File: src/include/rv_opcodes.svh
/* RV32I opcode, funct3 and funct7 encodings for the instructions that decode accepts.
   Included into the decode package; holds constants only */
`ifndef RV_OPCODES_SVH
`define RV_OPCODES_SVH

// Major opcodes, instr[6:0]
localparam logic [6:0] OPC_OP       = 7'b0110011;
localparam logic [6:0] OPC_OP_IMM   = 7'b0010011;
localparam logic [6:0] OPC_LUI      = 7'b0110111;
localparam logic [6:0] OPC_AUIPC    = 7'b0010111;
localparam logic [6:0] OPC_LOAD     = 7'b0000011;
localparam logic [6:0] OPC_STORE    = 7'b0100011;
localparam logic [6:0] OPC_BRANCH   = 7'b1100011;
localparam logic [6:0] OPC_JAL      = 7'b1101111;
localparam logic [6:0] OPC_JALR     = 7'b1100111;
localparam logic [6:0] OPC_MISC_MEM = 7'b0001111;
localparam logic [6:0] OPC_SYSTEM   = 7'b1110011;

// ALU funct3, shared by OP and OP-IMM
localparam logic [2:0] F3_ADD  = 3'b000;
localparam logic [2:0] F3_SLL  = 3'b001;
localparam logic [2:0] F3_SLT  = 3'b010;
localparam logic [2:0] F3_SLTU = 3'b011;
localparam logic [2:0] F3_XOR  = 3'b100;
localparam logic [2:0] F3_SR   = 3'b101;
localparam logic [2:0] F3_OR   = 3'b110;
localparam logic [2:0] F3_AND  = 3'b111;

// Branch compare funct3
localparam logic [2:0] F3_BEQ  = 3'b000;
localparam logic [2:0] F3_BNE  = 3'b001;
localparam logic [2:0] F3_BLT  = 3'b100;
localparam logic [2:0] F3_BGE  = 3'b101;
localparam logic [2:0] F3_BLTU = 3'b110;
localparam logic [2:0] F3_BGEU = 3'b111;

// Access size for loads and stores
localparam logic [2:0] F3_B  = 3'b000;
localparam logic [2:0] F3_H  = 3'b001;
localparam logic [2:0] F3_W  = 3'b010;
localparam logic [2:0] F3_BU = 3'b100;
localparam logic [2:0] F3_HU = 3'b101;

localparam logic [2:0] F3_JALR  = 3'b000;
localparam logic [2:0] F3_FENCE = 3'b000;
localparam logic [2:0] F3_PRIV  = 3'b000;

// funct7, where ALT selects SUB and SRA
localparam logic [6:0] F7_BASE = 7'b0000000;
localparam logic [6:0] F7_ALT  = 7'b0100000;

// The rs2 field tells ECALL from EBREAK
localparam logic [4:0] PRIV_ECALL  = 5'd0;
localparam logic [4:0] PRIV_EBREAK = 5'd1;

`endif

File: src/hw/rv_decode_pkg.sv
/* Shared widths, operation codes and the instruction word type for the decode stage.
   Modules pull it in with a wildcard import in their headers */
package rv_decode_pkg;

	localparam int W_ADDR    = 32;
	localparam int W_DATA    = 32;
	localparam int W_REGADDR = 5;
	localparam int W_ALUOP   = 4;
	localparam int W_MEMOP   = 4;
	localparam int W_BCOND   = 2;
	localparam int W_EXCEPT  = 3;
	localparam int W_IMMSEL  = 3;

	`include "rv_opcodes.svh"

	// ------------------------------------------------------------
	// Execute control encodings

	localparam logic [W_ALUOP-1:0] ALUOP_ADD = 4'd0;
	localparam logic [W_ALUOP-1:0] ALUOP_SUB = 4'd1;
	localparam logic [W_ALUOP-1:0] ALUOP_LT  = 4'd2;
	localparam logic [W_ALUOP-1:0] ALUOP_LTU = 4'd3;
	localparam logic [W_ALUOP-1:0] ALUOP_XOR = 4'd4;
	localparam logic [W_ALUOP-1:0] ALUOP_OR  = 4'd5;
	localparam logic [W_ALUOP-1:0] ALUOP_AND = 4'd6;
	localparam logic [W_ALUOP-1:0] ALUOP_SLL = 4'd7;
	localparam logic [W_ALUOP-1:0] ALUOP_SRL = 4'd8;
	localparam logic [W_ALUOP-1:0] ALUOP_SRA = 4'd9;

	localparam logic [W_MEMOP-1:0] MEMOP_NONE = 4'd0;
	localparam logic [W_MEMOP-1:0] MEMOP_LB   = 4'd1;
	localparam logic [W_MEMOP-1:0] MEMOP_LH   = 4'd2;
	localparam logic [W_MEMOP-1:0] MEMOP_LW   = 4'd3;
	localparam logic [W_MEMOP-1:0] MEMOP_LBU  = 4'd4;
	localparam logic [W_MEMOP-1:0] MEMOP_LHU  = 4'd5;
	localparam logic [W_MEMOP-1:0] MEMOP_SB   = 4'd6;
	localparam logic [W_MEMOP-1:0] MEMOP_SH   = 4'd7;
	localparam logic [W_MEMOP-1:0] MEMOP_SW   = 4'd8;

	localparam logic [W_BCOND-1:0] BCOND_NEVER  = 2'd0;
	localparam logic [W_BCOND-1:0] BCOND_ALWAYS = 2'd1;
	localparam logic [W_BCOND-1:0] BCOND_ZERO   = 2'd2;
	localparam logic [W_BCOND-1:0] BCOND_NZERO  = 2'd3;

	localparam logic [W_EXCEPT-1:0] EXCEPT_NONE          = 3'd0;
	localparam logic [W_EXCEPT-1:0] EXCEPT_ECALL         = 3'd1;
	localparam logic [W_EXCEPT-1:0] EXCEPT_EBREAK        = 3'd2;
	localparam logic [W_EXCEPT-1:0] EXCEPT_INSTR_ILLEGAL = 3'd3;
	localparam logic [W_EXCEPT-1:0] EXCEPT_INSTR_FAULT   = 3'd4;

	localparam logic ALUSRCA_RS1 = 1'b0;
	localparam logic ALUSRCA_PC  = 1'b1;
	localparam logic ALUSRCB_RS2 = 1'b0;
	localparam logic ALUSRCB_IMM = 1'b1;

	// LINK is the return-address offset, a constant 4
	localparam logic [W_IMMSEL-1:0] IMMSEL_I    = 3'd0;
	localparam logic [W_IMMSEL-1:0] IMMSEL_S    = 3'd1;
	localparam logic [W_IMMSEL-1:0] IMMSEL_U    = 3'd2;
	localparam logic [W_IMMSEL-1:0] IMMSEL_LINK = 3'd3;

	// One instruction word seen as R-type fields or as U/J-type fields
	typedef union packed {
		struct packed {
			logic [6:0]           funct7;
			logic [W_REGADDR-1:0] rs2;
			logic [W_REGADDR-1:0] rs1;
			logic [2:0]           funct3;
			logic [W_REGADDR-1:0] rd;
			logic [6:0]           opcode;
		} r;
		struct packed {
			logic [19:0]          upper;
			logic [W_REGADDR-1:0] rd;
			logic [6:0]           opcode;
		} u;
	} instr_u;

endpackage

File: src/hw/x_ctrl_if.sv
/* Decoded execute controls, driven by the opcode decoder and read by the
   immediate generator and the decode top level */
interface x_ctrl_if import rv_decode_pkg::*; ();

	logic [W_REGADDR-1:0] rs1;
	logic [W_REGADDR-1:0] rs2;
	logic [W_REGADDR-1:0] rd;
	logic                 alusrc_a;
	logic                 alusrc_b;
	logic [W_ALUOP-1:0]   aluop;
	logic [W_MEMOP-1:0]   memop;
	logic [W_BCOND-1:0]   branchcond;
	logic [W_EXCEPT-1:0]  except;
	logic [W_IMMSEL-1:0]  imm_sel;

	modport dec (output rs1, rs2, rd, alusrc_a, alusrc_b, aluop, memop, branchcond, except,
		imm_sel);
	modport sink (input rs1, rs2, rd, alusrc_a, alusrc_b, aluop, memop, branchcond, except,
		imm_sel);

endinterface

File: src/hw/pc_cir_ctrl.sv
/* Program counter, instruction-register lock and fetch handshake for decode.
   Also flags starvation and speculative instruction bus faults */
module pc_cir_ctrl import rv_decode_pkg::*; #(
	parameter logic [W_ADDR-1:0] RESET_VECTOR = '0
) (
	input  logic              clk,
	input  logic              rst_n,
	input  logic [1:0]        fd_cir_vld_i,
	input  logic [1:0]        fd_cir_err_i,
	input  logic              x_stall_i,
	input  logic              f_jump_now_i,
	input  logic [W_ADDR-1:0] f_jump_target_i,
	input  logic              x_jump_not_except_i,
	output logic [1:0]        df_cir_use_o,
	output logic              df_cir_lock_o,
	output logic              d_starved_o,
	output logic [W_ADDR-1:0] d_pc_o,
	output logic              bus_fault_o,
	output logic              lock_held_o
);

	logic stall;
	logic lock_req;

	// ------------------------------------------------------------
	// Fetch handshake

	// Every instruction is 32 bits, so both halfwords must be present
	assign d_starved_o = fd_cir_vld_i < 2'd2;
	assign stall = x_stall_i || d_starved_o;
	assign df_cir_use_o = stall ? 2'd0 : 2'd2;

	// Fetch errors are speculative, so only a valid halfword may raise one
	assign bus_fault_o = (fd_cir_vld_i > 2'd0 && fd_cir_err_i[0]) ||
		(fd_cir_vld_i > 2'd1 && fd_cir_err_i[1]);

	// ------------------------------------------------------------
	// Instruction-register lock

	// A jump taken while decode is stalled must keep its instruction in place,
	// otherwise new fetch data could overwrite the link or recovery side effects
	assign lock_req = f_jump_now_i && x_jump_not_except_i && stall;
	assign df_cir_lock_o = lock_req || (lock_held_o && stall);

	always_ff @(posedge clk or negedge rst_n) begin
		if (!rst_n) begin
			lock_held_o <= 1'b0;
		end else begin
			lock_held_o <= df_cir_lock_o;
		end
	end

	// ------------------------------------------------------------
	// Program counter

	always_ff @(posedge clk or negedge rst_n) begin
		if (!rst_n) begin
			d_pc_o <= RESET_VECTOR;
		end else if ((f_jump_now_i && !lock_req) || (lock_held_o && !stall)) begin
			// The target is still presented when a held lock releases
			d_pc_o <= f_jump_target_i;
		end else if (!stall && !df_cir_lock_o) begin
			d_pc_o <= d_pc_o + W_ADDR'(4);
		end
	end

	// Fetch may only be told to advance when a full instruction sits in the register
	assert property (@(posedge clk) disable iff (!rst_n)
		(df_cir_use_o != 2'd0) |-> !d_starved_o)
		else $error("pc_cir_ctrl: halfwords consumed while decode is starved");

	// Reset vector, jump targets and the +4 step all keep word alignment
	assert property (@(posedge clk) disable iff (!rst_n) d_pc_o[1:0] == 2'b00)
		else $error("pc_cir_ctrl: PC %h is not word aligned", d_pc_o);

endmodule

File: src/hw/imm_gen.sv
/* Immediate extraction for decode. Builds the I/S/B/U/J forms, picks the
   execute immediate by imm_sel and forms the jump offset */
module imm_gen import rv_decode_pkg::*; (
	input  instr_u            instr_i,
	x_ctrl_if.sink            ctrl,
	output logic [W_DATA-1:0] d_imm_o,
	output logic [W_ADDR-1:0] d_jump_offs_o
);

	logic [6:0]        f7;
	logic [19:0]       upper;
	logic [W_DATA-1:0] imm_i;
	logic [W_DATA-1:0] imm_s;
	logic [W_DATA-1:0] imm_b;
	logic [W_DATA-1:0] imm_u;
	logic [W_DATA-1:0] imm_j;

	// The sign bit is instr[31] in every format
	assign f7 = instr_i.r.funct7;
	assign upper = instr_i.u.upper;

	assign imm_i = {{(W_DATA - 11){f7[6]}}, f7[5:0], instr_i.r.rs2};
	assign imm_s = {{(W_DATA - 11){f7[6]}}, f7[5:0], instr_i.r.rd};
	assign imm_b = {{(W_DATA - 12){f7[6]}}, instr_i.r.rd[0], f7[5:0], instr_i.r.rd[4:1], 1'b0};
	assign imm_u = {upper, {(W_DATA - 20){1'b0}}};
	assign imm_j = {{(W_DATA - 20){upper[19]}}, upper[7:0], upper[8], upper[18:9], 1'b0};

	always_comb begin
		case (ctrl.imm_sel)
			IMMSEL_I:    d_imm_o = imm_i;
			IMMSEL_S:    d_imm_o = imm_s;
			IMMSEL_U:    d_imm_o = imm_u;
			IMMSEL_LINK: d_imm_o = W_DATA'(4);
			default:     d_imm_o = imm_i;
		endcase
	end

	// JAL has opcode bit 3 set, JALR has 3:2 = 01 and branches have 00
	always_comb begin
		casez (instr_i.r.opcode[3:2])
			2'b1?:   d_jump_offs_o = W_ADDR'(imm_j);
			2'b01:   d_jump_offs_o = W_ADDR'(imm_i);
			default: d_jump_offs_o = W_ADDR'(imm_b);
		endcase
	end

endmodule

File: src/hw/instr_ctrl_decode.sv
/* Opcode table of the decode stage. Turns the instruction word into execute
   controls, then squashes illegal, starved or faulted instructions */
module instr_ctrl_decode import rv_decode_pkg::*; (
	input  instr_u  instr_i,
	input  logic    starved_i,
	input  logic    bus_fault_i,
	input  logic    lock_held_i,
	x_ctrl_if.dec   ctrl,
	output logic    d_jump_is_regoffs_o
);

	logic [6:0] opc;
	logic [6:0] f7;
	logic [2:0] f3;
	logic       priv_ok;
	logic       illegal;

	function automatic logic [W_ALUOP-1:0] alu_op(input logic [2:0] funct3, input logic alt);
		case (funct3)
			F3_ADD:  alu_op = alt ? ALUOP_SUB : ALUOP_ADD;
			F3_SLL:  alu_op = ALUOP_SLL;
			F3_SLT:  alu_op = ALUOP_LT;
			F3_SLTU: alu_op = ALUOP_LTU;
			F3_XOR:  alu_op = ALUOP_XOR;
			F3_SR:   alu_op = alt ? ALUOP_SRA : ALUOP_SRL;
			F3_OR:   alu_op = ALUOP_OR;
			F3_AND:  alu_op = ALUOP_AND;
		endcase
	endfunction

	assign opc = instr_i.r.opcode;
	assign f7 = instr_i.r.funct7;
	assign f3 = instr_i.r.funct3;

	// ECALL and EBREAK leave every field but rs2 at zero
	assign priv_ok = f7 == F7_BASE && f3 == F3_PRIV && instr_i.r.rs1 == '0 && instr_i.r.rd == '0;

	always_comb begin
		ctrl.rs1 = instr_i.r.rs1;
		ctrl.rs2 = instr_i.r.rs2;
		ctrl.rd = instr_i.r.rd;
		ctrl.imm_sel = IMMSEL_I;
		ctrl.alusrc_a = ALUSRCA_RS1;
		ctrl.alusrc_b = ALUSRCB_RS2;
		ctrl.aluop = ALUOP_ADD;
		ctrl.memop = MEMOP_NONE;
		ctrl.branchcond = BCOND_NEVER;
		ctrl.except = EXCEPT_NONE;
		d_jump_is_regoffs_o = 1'b0;
		illegal = 1'b0;

		case (opc)
			OPC_OP: begin
				ctrl.aluop = alu_op(f3, f7 == F7_ALT);
				// SUB and SRA are the only alternate encodings in the base set
				illegal = !(f7 == F7_BASE || (f7 == F7_ALT && (f3 == F3_ADD || f3 == F3_SR)));
			end
			OPC_OP_IMM: begin
				ctrl.rs2 = '0;
				ctrl.imm_sel = IMMSEL_I;
				ctrl.alusrc_b = ALUSRCB_IMM;
				ctrl.aluop = alu_op(f3, f3 == F3_SR && f7 == F7_ALT);
				if (f3 == F3_SLL)
					illegal = (f7 != F7_BASE);
				else if (f3 == F3_SR)
					illegal = (f7 != F7_BASE && f7 != F7_ALT);
			end
			OPC_LUI, OPC_AUIPC: begin
				ctrl.rs1 = '0;
				ctrl.rs2 = '0;
				ctrl.imm_sel = IMMSEL_U;
				ctrl.alusrc_b = ALUSRCB_IMM;
				if (opc == OPC_AUIPC)
					ctrl.alusrc_a = ALUSRCA_PC;
			end
			OPC_LOAD: begin
				ctrl.rs2 = '0;
				ctrl.alusrc_b = ALUSRCB_IMM;
				case (f3)
					F3_B:    ctrl.memop = MEMOP_LB;
					F3_H:    ctrl.memop = MEMOP_LH;
					F3_W:    ctrl.memop = MEMOP_LW;
					F3_BU:   ctrl.memop = MEMOP_LBU;
					F3_HU:   ctrl.memop = MEMOP_LHU;
					default: illegal = 1'b1;
				endcase
			end
			OPC_STORE: begin
				ctrl.rd = '0;
				ctrl.imm_sel = IMMSEL_S;
				ctrl.alusrc_b = ALUSRCB_IMM;
				case (f3)
					F3_B:    ctrl.memop = MEMOP_SB;
					F3_H:    ctrl.memop = MEMOP_SH;
					F3_W:    ctrl.memop = MEMOP_SW;
					default: illegal = 1'b1;
				endcase
			end
			OPC_BRANCH: begin
				ctrl.rd = '0;
				case (f3)
					F3_BEQ, F3_BNE:   ctrl.aluop = ALUOP_SUB;
					F3_BLT, F3_BGE:   ctrl.aluop = ALUOP_LT;
					F3_BLTU, F3_BGEU: ctrl.aluop = ALUOP_LTU;
					default:          illegal = 1'b1;
				endcase
				// Equal, greater-or-equal and unsigned greater-or-equal all take a zero result
				ctrl.branchcond = (f3 == F3_BEQ || f3 == F3_BGE || f3 == F3_BGEU) ?
					BCOND_ZERO : BCOND_NZERO;
			end
			OPC_JAL, OPC_JALR: begin
				// The ALU computes the link address as PC + 4
				ctrl.rs2 = '0;
				ctrl.imm_sel = IMMSEL_LINK;
				ctrl.alusrc_a = ALUSRCA_PC;
				ctrl.alusrc_b = ALUSRCB_IMM;
				ctrl.branchcond = BCOND_ALWAYS;
				if (opc == OPC_JAL) begin
					ctrl.rs1 = '0;
				end else begin
					d_jump_is_regoffs_o = 1'b1;
					illegal = (f3 != F3_JALR);
				end
			end
			OPC_MISC_MEM: begin
				// FENCE has nothing to order in this core and retires as a no-op
				ctrl.rd = '0;
				illegal = (f3 != F3_FENCE);
			end
			OPC_SYSTEM: begin
				ctrl.rs1 = '0;
				ctrl.rs2 = '0;
				ctrl.rd = '0;
				if (priv_ok && instr_i.r.rs2 == PRIV_ECALL)
					ctrl.except = EXCEPT_ECALL;
				else if (priv_ok && instr_i.r.rs2 == PRIV_EBREAK)
					ctrl.except = EXCEPT_EBREAK;
				else
					illegal = 1'b1;
			end
			default: illegal = 1'b1;
		endcase

		// ------------------------------------------------------------
		// Squash: no register, memory or branch side effects

		if (illegal || starved_i || bus_fault_i) begin
			ctrl.rs1 = '0;
			ctrl.rs2 = '0;
			ctrl.rd = '0;
			ctrl.memop = MEMOP_NONE;
			ctrl.branchcond = BCOND_NEVER;
			ctrl.except = EXCEPT_NONE;
			// A starved word is partial, so it cannot be judged illegal yet
			if (bus_fault_i)
				ctrl.except = EXCEPT_INSTR_FAULT;
			else if (illegal && !starved_i)
				ctrl.except = EXCEPT_INSTR_ILLEGAL;
		end

		// The locked jump has already been taken once
		if (lock_held_i)
			ctrl.branchcond = BCOND_NEVER;

		// An excepting instruction must never reach the bus
		assert (ctrl.except == EXCEPT_NONE || ctrl.memop == MEMOP_NONE)
			else $error("instr_ctrl_decode: memop %0d with exception %0d", ctrl.memop,
				ctrl.except);
	end

endmodule

File: src/hw/rv_decode.sv
/* Decode stage top level. Connects the PC/lock control, the opcode decoder
   and the immediate generator to the fetch and execute ports */
module rv_decode import rv_decode_pkg::*; #(
	parameter logic [W_ADDR-1:0] RESET_VECTOR = 32'h0000_0000
) (
	input  logic                 clk,
	input  logic                 rst_n,
	input  logic [31:0]          fd_cir_i,
	input  logic [1:0]           fd_cir_err_i,
	input  logic [1:0]           fd_cir_vld_i,
	input  logic                 x_stall_i,
	input  logic                 f_jump_now_i,
	input  logic [W_ADDR-1:0]    f_jump_target_i,
	input  logic                 x_jump_not_except_i,
	output logic [1:0]           df_cir_use_o,
	output logic                 df_cir_lock_o,
	output logic [W_ADDR-1:0]    d_pc_o,
	output logic                 d_starved_o,
	output logic [W_DATA-1:0]    d_imm_o,
	output logic [W_REGADDR-1:0] d_rs1_o,
	output logic [W_REGADDR-1:0] d_rs2_o,
	output logic [W_REGADDR-1:0] d_rd_o,
	output logic                 d_alusrc_a_o,
	output logic                 d_alusrc_b_o,
	output logic [W_ALUOP-1:0]   d_aluop_o,
	output logic [W_MEMOP-1:0]   d_memop_o,
	output logic [W_BCOND-1:0]   d_branchcond_o,
	output logic [W_ADDR-1:0]    d_jump_offs_o,
	output logic                 d_jump_is_regoffs_o,
	output logic [W_EXCEPT-1:0]  d_except_o
);

	instr_u cir;
	logic   bus_fault;
	logic   lock_held;

	x_ctrl_if ctrl ();

	assign cir = fd_cir_i;

	pc_cir_ctrl #(
		.RESET_VECTOR(RESET_VECTOR)
	) u_pc_cir_ctrl (
		.clk                (clk),
		.rst_n              (rst_n),
		.fd_cir_vld_i       (fd_cir_vld_i),
		.fd_cir_err_i       (fd_cir_err_i),
		.x_stall_i          (x_stall_i),
		.f_jump_now_i       (f_jump_now_i),
		.f_jump_target_i    (f_jump_target_i),
		.x_jump_not_except_i(x_jump_not_except_i),
		.df_cir_use_o       (df_cir_use_o),
		.df_cir_lock_o      (df_cir_lock_o),
		.d_starved_o        (d_starved_o),
		.d_pc_o             (d_pc_o),
		.bus_fault_o        (bus_fault),
		.lock_held_o        (lock_held)
	);

	instr_ctrl_decode u_instr_ctrl_decode (
		.instr_i            (cir),
		.starved_i          (d_starved_o),
		.bus_fault_i        (bus_fault),
		.lock_held_i        (lock_held),
		.ctrl               (ctrl),
		.d_jump_is_regoffs_o(d_jump_is_regoffs_o)
	);

	imm_gen u_imm_gen (
		.instr_i      (cir),
		.ctrl         (ctrl),
		.d_imm_o      (d_imm_o),
		.d_jump_offs_o(d_jump_offs_o)
	);

	// Execute controls leave through plain ports
	assign d_rs1_o = ctrl.rs1;
	assign d_rs2_o = ctrl.rs2;
	assign d_rd_o = ctrl.rd;
	assign d_alusrc_a_o = ctrl.alusrc_a;
	assign d_alusrc_b_o = ctrl.alusrc_b;
	assign d_aluop_o = ctrl.aluop;
	assign d_memop_o = ctrl.memop;
	assign d_branchcond_o = ctrl.branchcond;
	assign d_except_o = ctrl.except;

endmodule

File: config.mk
export PLATFORM = sky130hd
export DESIGN_NAME = rv_decode
export DESIGN_NICKNAME = d
export VERILOG_FILES = /design/src/hw/rv_decode_pkg.sv /design/src/hw/x_ctrl_if.sv /design/src/hw/pc_cir_ctrl.sv /design/src/hw/imm_gen.sv /design/src/hw/instr_ctrl_decode.sv /design/src/hw/rv_decode.sv
export VERILOG_INCLUDE_DIRS = /design/src /design/src/include
export SDC_FILE = /design/constraint.sdc
export NUM_CORES = 1
export LEC_CHECK = 0
export BUFFER_PORTS_ARGS = -buffer_cell sky130_fd_sc_hd__buf_2
export CELL_PAD_IN_SITES_DETAIL_PLACEMENT = 1
export CELL_PAD_IN_SITES_GLOBAL_PLACEMENT = 1
export CORE_MARGIN = 2
export CORE_UTILIZATION = 33
export CTS_CLUSTER_DIAMETER = 150
export CTS_CLUSTER_SIZE = 16
export DETAILED_ROUTE_END_ITERATION = 7
export PLACE_DENSITY_LB_ADDON = 0.1
export RECOVER_POWER = 25
export SLEW_MARGIN = 20
export SYNTH_ARGS = -nofsm -noshare
export SYNTH_HDL_FRONTEND = slang
export SYNTH_HIERARCHICAL = 1
export SYNTH_SLANG_ARGS = --single-unit
File: constraint.sdc
create_clock -name clk -period 6 [get_ports clk]
set_clock_uncertainty 0.2 [all_clocks]
set_input_delay 1.5 -clock clk [delete_from_list [all_inputs] [get_ports clk]]
set_output_delay 1.5 -clock clk [all_outputs]
set_load 0.05 [all_outputs]
Yosys cells after proc, flatten, opt, wreduce, memory -nomap -nowiden --
Cells that the tools add are included.
Cells by class: add/sub/neg operators 1, order comparisons 3, eq/ne operators 25, mux-type cells 49, reductions and logical operators 51
Operators by type and width (number):
- $pmux 32 s3 | 1
- $mux 32 | 2
- $pmux 4 s8 | 2
- $pmux 20 s2 | 1
- $add 32x3->32 const B | 1
- $mux 5 | 6
- $eq 7x6->1 const B | 4
- $eq 7x7->1 const B | 4
- $pmux 4 s3 | 2
- $logic_and 1x1->1 | 17
- $mux 1 | 17
- $logic_not 5->1 | 3
- $pmux 3 s5 | 1
- $eq 7x5->1 const B | 2
- $reduce_or 7->1 | 2
- $eq 3x3->1 const B | 4
- $mux 3 | 4
- $pmux 2 s3 | 2
- $mux 2 | 5
- $pmux 5 s2 | 1
- $reduce_or 2->1 | 5
- $logic_or 1x1->1 | 9
- $pmux 1 s9 | 1
- $pmux 4 s2 | 1
- other kinds (23) | 32
Word-level totals: register bits after elaboration 33

Depth between registers and ports, before layout --
depth after elaboration 12, gate-level depth with buffers 9, gate-level depth less buffers 6

Modules after synthesis --
Netlist, hierarchy kept.
By module, submodules not included:
- pc_cir_ctrl | instances 1, cells each 248, area each 2084.5 um^2
- instr_ctrl_decode | instances 1, cells each 147, area each 888.4 um^2
- imm_gen | instances 1, cells each 106, area each 724.4 um^2

Worst setup path after synthesis --
Ideal clock, no wire load.
kind input to output, start point in fd_cir_i[14], end point out d_branchcond_o[1], arrival time 4042 ps, data required time 4300 ps, slack 258 ps, stages 6, buffers on the path 1, path through buf_2 xor2_1 o21a_1 o31ai_1 nand4b_4 nor4_1
Between the ends: longest elaborated chain between the ends 12, elaborated cells on any way between the ends 33
Ends and longest elaborated chain:
- from (decl) | line rv_decode.sv:8 | input logic [31:0] fd_cir_i,
- $logic_not 3->1
- $logic_and 1x1->1 (3 in a row) | line instr_ctrl_decode.sv:36 | assign priv_ok = f7 == F7_BASE && f3 == F3_PRIV && instr_i.r.rs1 == '0 && instr_i.r.rd == '0;
- $logic_and 1x1->1 | line instr_ctrl_decode.sv:136 | else if (priv_ok && instr_i.r.rs2 == PRIV_EBREAK)
- $mux 1 | line instr_ctrl_decode.sv:136
- $mux 1 | line instr_ctrl_decode.sv:134 | if (priv_ok && instr_i.r.rs2 == PRIV_ECALL)
- $pmux 1 s9 * | line instr_ctrl_decode.sv:52 | case (opc)
- $logic_or 1x1->1 * (2 in a row) | line instr_ctrl_decode.sv:147 | if (illegal || starved_i || bus_fault_i) begin
- $mux 2 * | line instr_ctrl_decode.sv:147
- $mux 2 * | line instr_ctrl_decode.sv:162 | if (lock_held_i)
- to (decl) | line rv_decode.sv:27 | output logic [W_BCOND-1:0] d_branchcond_o,
Every way passes the cells marked *; elsewhere a longest branch is shown, timed or not.

Worst setup path after layout --
start point in fd_cir_i[4], end point out d_imm_o[22]
Between the ends: longest elaborated chain between the ends 5, elaborated cells on any way between the ends 12
Ends and longest elaborated chain:
- $eq 7x7->1 (tied with other cells) | line instr_ctrl_decode.sv:52
- $reduce_or 2->1 | line instr_ctrl_decode.sv:52
- $pmux 2 s3 * | line instr_ctrl_decode.sv:52
- net ctrl.imm_sel[1] | line x_ctrl_if.sv:14 | logic [W_IMMSEL-1:0] imm_sel;
- $eq 2x2->1 / $eq 2x1->1 (equally long branches) | line imm_gen.sv:29 | case (ctrl.imm_sel)
- $pmux 32 s3 * | line imm_gen.sv:29
- to (decl) | line rv_decode.sv:19 | output logic [W_DATA-1:0] d_imm_o,
The timed path passes the listed nets; every way through them passes the cells marked *.

==> impl_metrics.yaml <==
logic_synthesis:
  synthCells: 501
  syn_nets: 575
  ys_seq_elements: 33
  yosys_warnings: 6
  ys.flop_type: "dfrtp_1"
  ys_seq_area_frac: 0.2234
  ys_async_sr_fraction: 1.000
  synth.avg_cell_area_sq_um: 7.380
  syn_area_sq_mm: 0.003697
  synth_edf_count: 0
  synth_cell_type_count: 82
clocking:
  post_cts.repair.setup_buffers: 0
  clockRootBuffer: "clkbuf_8"
  clk_pin_slew_worst_paths_ps: 70
  clk_latency_ps: 290
  cts_made_buffers: 5
  cts_tree: "done"
  cts-hold-fix-buffers: 0
  cts_max_level: 2
  clock_path_buffers: 2
  clock-sinks: 33
  cts_resized: 0
grt:
  first_global_vias: 4390
  grt_start_max_net_pins: 36
  grt.total_usage: 0.2523
  grt_pass1_wl_um: 23780
  grt_remaining_overflow: 0
  antenna_found_initial: 1
timing:
  setup_violations: 0
  period_share: 0.9500
  drv_slew: 34
  min_period_ps: 5700
  max_freq_mhz: 175.4
  rsz0062_at_grt: "no"
  finalSetupTns_ps: 0
  finalHoldViolCount: 0
  slew_headroom: -0.2552
  worst_pin_slew_ps: 1883
finish:
  antennaDiodeCount: 0
  final_cell_area_sq_mm: 0.004692
  synthToLayoutAreaGrowth_pct: 26.90
  drive_above_1_share: 0.3695
  layout.nets: 737
route:
  vias_per_cell: 5.672
  drtIter0Drc: 233
  postRouteWirelength_um: 15520
  drt_first_pass_iters: 5
  post_drt_wl_per_cell_um: 19.33
  final_antenna_net_count: 0
  post-route-drc-count: 0
  num_vias: 4555
floorplanning:
  core_area_sq_mm: 0.01089
  die_area_sq_mm: 0.01207
  die_y_um: 109.9
  initial_core_util: 0.3396
  die_x_um: 109.9
  rows: 38
  pin_count: 204
placement:
  place_area_sq_mm: 0.004622
  gp_congestion: 0.8538
  io_buffers: 202
  dp_hpwl_um: 11920
min_path:
  hold_path.class: "register to register"
worst_setup_path:
  crit_top_cell: "buf_2"
  cp-start-kind: "input pin"
  crit_fanout: 26
  worstPathRequired_ps: 4300
  crit_type: "input pin to primary output"
  crit_path_end_kind: "primary output"
  path_cells: "buf_2, or3b_2, a21oi_1, buf_4, nand2b_1, a22o_2, buf_2"
  cp_slowest_cell: "or3b_2"
  slowest_delay_ps: 470
  critPathArrivalTime_ps: 4000
outcome:
  violations: "capacitance limit, slew limit"
  status: "finished, violations left"
power:
  cellPowerDensity_mw_per_mm2: 237.1
  total_power_uw: 1112
  p_leak_uw: 0.002152
  ir_drop_mv: 0.1151
flow_run:
  maxCapViolations: 1
==> where the power goes <==
group          internal, uW  total (uW)  switching [uW]
logic                   149         606             457
clock network          91.1         174            83.1
registers               265         333            67.8
total                   505        1110             607
==> worst max-delay path: cells and delay by family <==
family | cells | cell delay (ps)
compound gates | 2 | 900
buf+inv | 3 | 670
simple gates | 2 | 920
==> flip-flops by register name, indices dropped and copies added (netlist names) <==
name and count:
u_pc_cir_ctrl/d_pc_o 32, u_pc_cir_ctrl/lock_held_o 1
==> path summary, 6_finish.rpt <==
check                      depth (start not counted)  slack (ps)                           startpoint                              endpoint
min in group asynchronous                          1        1520                                rst_n   u_pc_cir_ctrl/d_pc_o[7]$_DFFE_PN0P_
hold / removal                                     2         280  u_pc_cir_ctrl/d_pc_o[0]$_DFFE_PN0P_   u_pc_cir_ctrl/d_pc_o[0]$_DFFE_PN0P_
setup reg to reg                                   4        3490  u_pc_cir_ctrl/lock_held_o$_DFF_PN0_  u_pc_cir_ctrl/d_pc_o[17]$_DFFE_PN0P_
max in group asynchronous                          1        3000                                rst_n  u_pc_cir_ctrl/d_pc_o[20]$_DFFE_PN0P_
hold reg to reg                                    2         280  u_pc_cir_ctrl/d_pc_o[0]$_DFFE_PN0P_   u_pc_cir_ctrl/d_pc_o[0]$_DFFE_PN0P_
setup / recovery                                   7         300                          fd_cir_i[4]                           d_imm_o[22]
==> per-layer routing <==
metal | wire length [um] | track usage
met1 | 7021 | 0.3565
met2 | 7287 | 0.4067
met3 | 1058 | 0.03972
met4 | 140 | 0.04882
met5 | 13 | 0
==> per-stage QoR <==
step	utilization	worst slack, ps	std cells	hold WS [ps]
finish	0.4309	300.2	803	277.5
global route	0.4309	96.47	803	327.9
CTS	0.4324	284.1	803	282.5
detailed placement	0.4245	285.1	796	265.0
global placement	0.4245	452.1	796	252.1
floorplan	-	257.8	501	541.3
==> cell families (layout without fill, tap and decap cells) <==
kind of cell,Yosys count,after routing,share of synthesized area
DFF,33,33,0.2233
other,2,2,0.002031
AOI/OAI and AO/OA,136,136,0.2657
and+or+nand+nor,249,249,0.3699
adders and majority gates,2,2,0.006091
buffers and inverters,67,229,0.1008
xor gates and xnor gates,5,5,0.01185
muxes,7,7,0.02030
==> layout by cell type, fill, tap and decap left out, types with 3 or more instances in the layout <==
cell / count
nand2_1: 78
a22o_2: 10
nor4_1: 7
nor3_2: 8
mux2_2: 4
nor2b_1: 5
clkbuf_1: 18
o22a_1: 3
a21oi_1: 28
and3_1: 7
mux2i_1: 3
o21a_1: 5
nand3b_1: 6
nor3_1: 26
or2_2: 4
a22o_1: 9
nand3_1: 14
o31ai_1: 4
a2bb2oi_1: 5
nand2b_1: 6
o21ai_0: 16
buf_4: 9
o221ai_1: 4
xnor2_1: 3
nor2_1: 40
a31oi_1: 4
and2_1: 8
nand4_1: 8
o22ai_1: 12
dfrtp_1: 33
buf_2: 185
clkbuf_8: 6
a211oi_1: 6
a311oi_1: 4
or3_1: 3
inv_1: 11
and4_1: 4
a21o_1: 4
==> cell type report <==
| cell class | count | area [sq um] |
|---|---|---|
| fillers | 1486 | 6196 |
| multi-input cells | 401 | 2506 |
| repair buffers | 211 | 1057 |
| flip-flops and latches | 33 | 825.8 |
| well taps | 140 | 175.2 |
| clock buffers | 7 | 86.33 |
| inverters | 11 | 41.29 |
==> cells in the mapped netlist, types with 8 or more instances <==
| cell type | n | area share |
|---|---|---|
| nand2_1 | 78 | 0.079 |
| buf_4 | 25 | 0.051 |
| nor2_1 | 41 | 0.042 |
| o22ai_1 | 12 | 0.020 |
| a21oi_1 | 28 | 0.038 |
| a22o_1 | 9 | 0.021 |
| o21ai_0 | 16 | 0.022 |
| and2_1 | 8 | 0.014 |
| inv_1 | 11 | 0.011 |
| a22o_2 | 10 | 0.027 |
| nand3_1 | 14 | 0.019 |
| nand4_1 | 8 | 0.014 |
| buf_2 | 9 | 0.012 |
| nor3_1 | 27 | 0.037 |
| dfrtp_1 | 33 | 0.22 |
| clkbuf_1 | 14 | 0.014 |
No activity file was read; power rests on OpenSTA's default activity.
